### src/bexkat_mem_pkg.sv
`default_nettype none

package bexkat_mem_pkg;

  // Wishbone bus widths
  localparam int ADDR_W = 32;
  localparam int DATA_W = 32;
  localparam int SEL_W  = DATA_W / 8;

  // RAM depths in 32-bit words
  localparam int RAM0_WORDS = 1024;
  localparam int RAM1_WORDS = 256;

  // Word offset handed to the RAMs, sized for the larger one
  localparam int RAM_AW = 10;

  // The region is selected by the top address nibble
  localparam int REGION_W = 4;
  localparam logic [REGION_W-1:0] REGION_RAM0 = 4'h0;
  localparam logic [REGION_W-1:0] REGION_RAM1 = 4'h7;

  typedef enum logic [1:0] {
    REG_RAM0,
    REG_RAM1,
    REG_NONE
  } region_e;

  // Map a byte address onto its region
  function automatic region_e region_of(input logic [ADDR_W-1:0] adr);
    logic [REGION_W-1:0] nib;
    nib = adr[ADDR_W-1 -: REGION_W];
    case (nib)
      REGION_RAM0: return REG_RAM0;
      REGION_RAM1: return REG_RAM1;
      default:     return REG_NONE;
    endcase
  endfunction

  // Word offset inside a region, byte lane bits dropped
  function automatic logic [RAM_AW-1:0] word_offset(input logic [ADDR_W-1:0] adr);
    return adr[RAM_AW+1:2];
  endfunction

endpackage

`default_nettype wire

### src/wb_mmu.sv
`default_nettype none

module wb_mmu (
  input  logic                                clk_i,
  input  logic                                rst_n_i,
  // Master side
  input  logic                                cyc_i,
  input  logic                                stb_i,
  input  logic                                we_i,
  input  logic [bexkat_mem_pkg::SEL_W-1:0]    sel_i,
  input  logic [bexkat_mem_pkg::ADDR_W-1:0]   adr_i,
  input  logic [bexkat_mem_pkg::DATA_W-1:0]   dat_i,
  output logic                                ack_o,
  output logic                                err_o,
  output logic [bexkat_mem_pkg::DATA_W-1:0]   dat_o,
  // Region 0 RAM port
  output logic                                r0_stb_o,
  output logic                                r0_we_o,
  output logic [bexkat_mem_pkg::SEL_W-1:0]    r0_sel_o,
  output logic [bexkat_mem_pkg::RAM_AW-1:0]   r0_adr_o,
  output logic [bexkat_mem_pkg::DATA_W-1:0]   r0_dat_o,
  input  logic                                r0_ack_i,
  input  logic [bexkat_mem_pkg::DATA_W-1:0]   r0_dat_i,
  // Region 7 RAM port
  output logic                                r1_stb_o,
  output logic                                r1_we_o,
  output logic [bexkat_mem_pkg::SEL_W-1:0]    r1_sel_o,
  output logic [bexkat_mem_pkg::RAM_AW-1:0]   r1_adr_o,
  output logic [bexkat_mem_pkg::DATA_W-1:0]   r1_dat_o,
  input  logic                                r1_ack_i,
  input  logic [bexkat_mem_pkg::DATA_W-1:0]   r1_dat_i
);
  import bexkat_mem_pkg::*;

  region_e             region;
  logic                req;
  logic [RAM_AW-1:0]   offset;
  logic                err_q;

  assign region = region_of(adr_i);
  assign offset = word_offset(adr_i);
  assign req    = cyc_i & stb_i;

  // Only the selected RAM sees the strobe, the rest of the request fans out to both
  assign r0_stb_o = req & (region == REG_RAM0);
  assign r0_we_o  = we_i;
  assign r0_sel_o = sel_i;
  assign r0_adr_o = offset;
  assign r0_dat_o = dat_i;

  assign r1_stb_o = req & (region == REG_RAM1);
  assign r1_we_o  = we_i;
  assign r1_sel_o = sel_i;
  assign r1_adr_o = offset;
  assign r1_dat_o = dat_i;

  // Unmapped accesses are answered here with the same latency as a RAM ack
  always_ff @(posedge clk_i or negedge rst_n_i) begin
    if (!rst_n_i) begin
      err_q <= 1'b0;
    end else begin
      err_q <= req & (region == REG_NONE) & ~err_q;
    end
  end

  assign err_o = err_q;

  // The master holds its address until the response, so the decode still selects
  // the RAM that owns the pending request
  always_comb begin
    ack_o = 1'b0;
    dat_o = '0;
    case (region)
      REG_RAM0: begin
        ack_o = cyc_i & r0_ack_i;
        dat_o = r0_dat_i;
      end
      REG_RAM1: begin
        ack_o = cyc_i & r1_ack_i;
        dat_o = r1_dat_i;
      end
      default: begin
        ack_o = 1'b0;
        dat_o = '0;
      end
    endcase
  end

endmodule

`default_nettype wire
### config.mk
export PLATFORM = sky130hd
export DESIGN_NAME = wb_mmu
export DESIGN_NICKNAME = d
export VERILOG_FILES = /design/src/bexkat_mem_pkg.sv /design/src/wb_mmu.sv
export SDC_FILE = /design/constraint.sdc
export NUM_CORES = 1
export LEC_CHECK = 0
export ABC_AREA = 1
export BUFFER_PORTS_ARGS = -buffer_cell sky130_fd_sc_hd__buf_4
export CORE_AREA = 4 4 103 105
export DETAILED_ROUTE_END_ITERATION = 10
export DIE_AREA = 0 0 107 109
export PLACE_DENSITY = 0.58
export RECOVER_POWER = 25
export SYNTH_ARGS = -nofsm -noshare
export SYNTH_HDL_FRONTEND = slang
export SYNTH_SLANG_ARGS = --single-unit
### constraint.sdc
create_clock -name clk_i -period 0.9 [get_ports clk_i]
set_input_delay 0.18 -clock clk_i [delete_from_list [all_inputs] [get_ports clk_i]]
set_output_delay 0.18 -clock clk_i [all_outputs]
set_load 0.005 [all_outputs]
==> results.yml <==
outcome:
  status: "complete, but fails checks"
  violations: "negative setup slack"
power:
  p_switching_uw: 278.4
  combPwrFrac_pct: 93.5
  clkPwrFrac_pct: 0
  seqPwrFrac_pct: 6.5
  switching_share_pct: 36.13
  finalPower_uw: 770.4
  ir_worst_vdd_v: 0.0002258
  p_leak_nw: 1.084
  p_int_uw: 492.0
  powerDensity_nw_per_um2: 379.8
place:
  dp_hpwl_um: 3759
  postPlaceCellArea_um2: 1687
  dp_slack_ns: -0.3247
  gp_congestion: 0.6979
  port_buffers: 109
  placedCellCount: 368
setup_path:
  reg2reg_from: "err_o$_DFF_PN0_"
  crit_path_start_kind: "primary input"
  rrSetupSlack_ns: 0.28
  critical_path.max_fanout: 7
  regToRegEndpoint: "err_o$_DFF_PN0_"
  r2r_cells: 1
  cp.required_ns: 0.72
  critical_path_class: "primary input to output port"
  crit_path_end_kind: "output port"
  arrival_ns: 0.94
flow_run:
  drv_cap: 0
floorplan:
  num_io_pins: 269
  start_util_pct: 14.47
  core-area_um2: 9639
  die_area_um2: 11660
  rows: 36
  die_w_um: 107
  die_h_um: 109
worst_hold_path:
  hold_class: "primary input to output port"
  min_from: "dat_i[6]"
  hold_end: "r0_dat_o[6]"
  holdPathStages: 0
global_route:
  track_usage_pct: 7.371
  globalRouteOverflowTotal: 0
  antenna_found_initial: 0
  grt_start_max_net_pins: 21
  grt_pass1_wl_um: 7217
  grt_pass1_vias: 1470
logic_synthesis:
  synthCells: 223
  synth.cell_area_um2: 1395
  synthTopCellsByCount: "97 x buf_4, 65 x nand3_1, 37 x nand2_1"
  synth_area_leaders: "buf_4 52%, nand3_1 23%, nand2_1 10%"
  yosys.area.top_type: "buf_4"
  ys_warn_count: 0
  async_reset_ff_share_pct: 100.0
  synth_cell_types: 14
  syn_nets: 362
  synth_top_area_share_pct: 52.20
  synth_edf_count: 0
  ys_seq_elements: 1
  ys_seq_area_share_pct: 1.794
  ys.flop_type: "dfrtp_1"
  yosysMostFrequentCell: "buf_4"
  syn_avg_cell_area_um2: 6.256
timing:
  slew_viol_final: 0
  setup_ws_ns: -0.2237
  fmax_mhz: 889.9
  rsz0062_at_grt: "yes"
  period_needed_ns: 1.124
  tightest_slew_ns: 0.1784
  hold_slack_ns: 0.3600
  slew_headroom_pct: 88.08
  hold_violations: 0
  setup_viol: 36
  fin_crit_sh_pct: 124.9
  finClkSkew_ns: 0
layout:
  final_cell_area_um2: 2028
  largest_reg_flops: 1
  fillers: 1110
  num-nets-final: 391
  num_antenna_cells: 0
  area_delta_synth_final_pct: 45.38
  drive_above_1_share_pct: 63.60
  fin_cells: 383
detailed_routing:
  drtIter0Drc: 85
  routed-via-count: 1428
  ant_nets: 0
  wire_per_inst_um: 12.51
  post-route-drc-count: 0
  firstDrtPassIters: 4
  routed_wl_um: 4792
  viasPerCell: 3.728
cts:
  clock_latency_ns: 0
worst max-delay path by stage:
stage | start | endpoint | slack [ns]
final | adr_i[31] | dat_o[7] | -0.22
after floorplan | adr_i[30] | dat_o[0] | 0.02
after global placement | adr_i[30] | dat_o[18] | -0.31
after global routing | adr_i[31] | ack_o | -0.31
after CTS | adr_i[28] | ack_o | -0.23
after detailed placement | adr_i[30] | dat_o[18] | -0.32
power by group through the flow:
stage	Sequential, mW	Combinational [mW]	Clock, mW
detailed placement	0.0505	0.571	0
CTS	0.0505	0.673	0
global route	0.0508	0.777	0
global placement	0.0503	0.565	0
floorplan	0.0505	0.525	0
finish	0.0504	0.720	0
per-layer routing:
layer  vias up  track usage (%)  routed length, um
met3        33            1.835                412
li1        681                -                  -
met5         -                0                  0
met4         0            3.196                186
met1       647            8.816               1808
met2        67            12.54               2385
worst max-delay path, stage by stage:
cell and delay (ns):
buf_12 0.11, nor2_4 0.15, buf_12 0.14, buf_4 0.12, nand3_1 0.07, nand2_1 0.07
buf_4 0.10
kinds of logic after synthesis:
| logic type | synth area share, % |
|---|---|
| buffers and inverters | 59.19 |
| flip-flops | 1.793 |
| AND/OR/NAND/NOR | 39.01 |
stage by stage:
stage / TNS (ns) / utilization (%)
floorplan: 0 / -
detailed placement: -9.274 / 17.50
global placement: -8.911 / 17.50
CTS: -6.817 / 19.81
finish: -6.489 / 21.04
global route: -9.110 / 21.04
final cells by class:
cell class                 instances  area [um2]  area share, %
inverter                           4       22.52          1.110
multi-input combinational        112       639.4          31.52
sequential                         1       25.02          1.234
tap                              133       166.4          8.205
timing repair buffer             133        1175          57.93
layout by cell type (no fill, tap or decap), drive strengths merged:
cell type,n
nand3,65
inv,4
nor2,6
dfrtp,1
dlygate4sd3,1
nand2,40
buf,132
nor3,1
what timing repair did:
item / 4_1_cts / 5_1_grt
setup endpoints to repair: 36 / 36
resized for setup: 31 / 19
cloned: 1 / 0
pin swaps: 8 / 10
buffers inserted: 9 / 4
hold endpoints to repair: 1 / 0
hold buffers: 1 / 0
(Power assumes the default switching activity.)
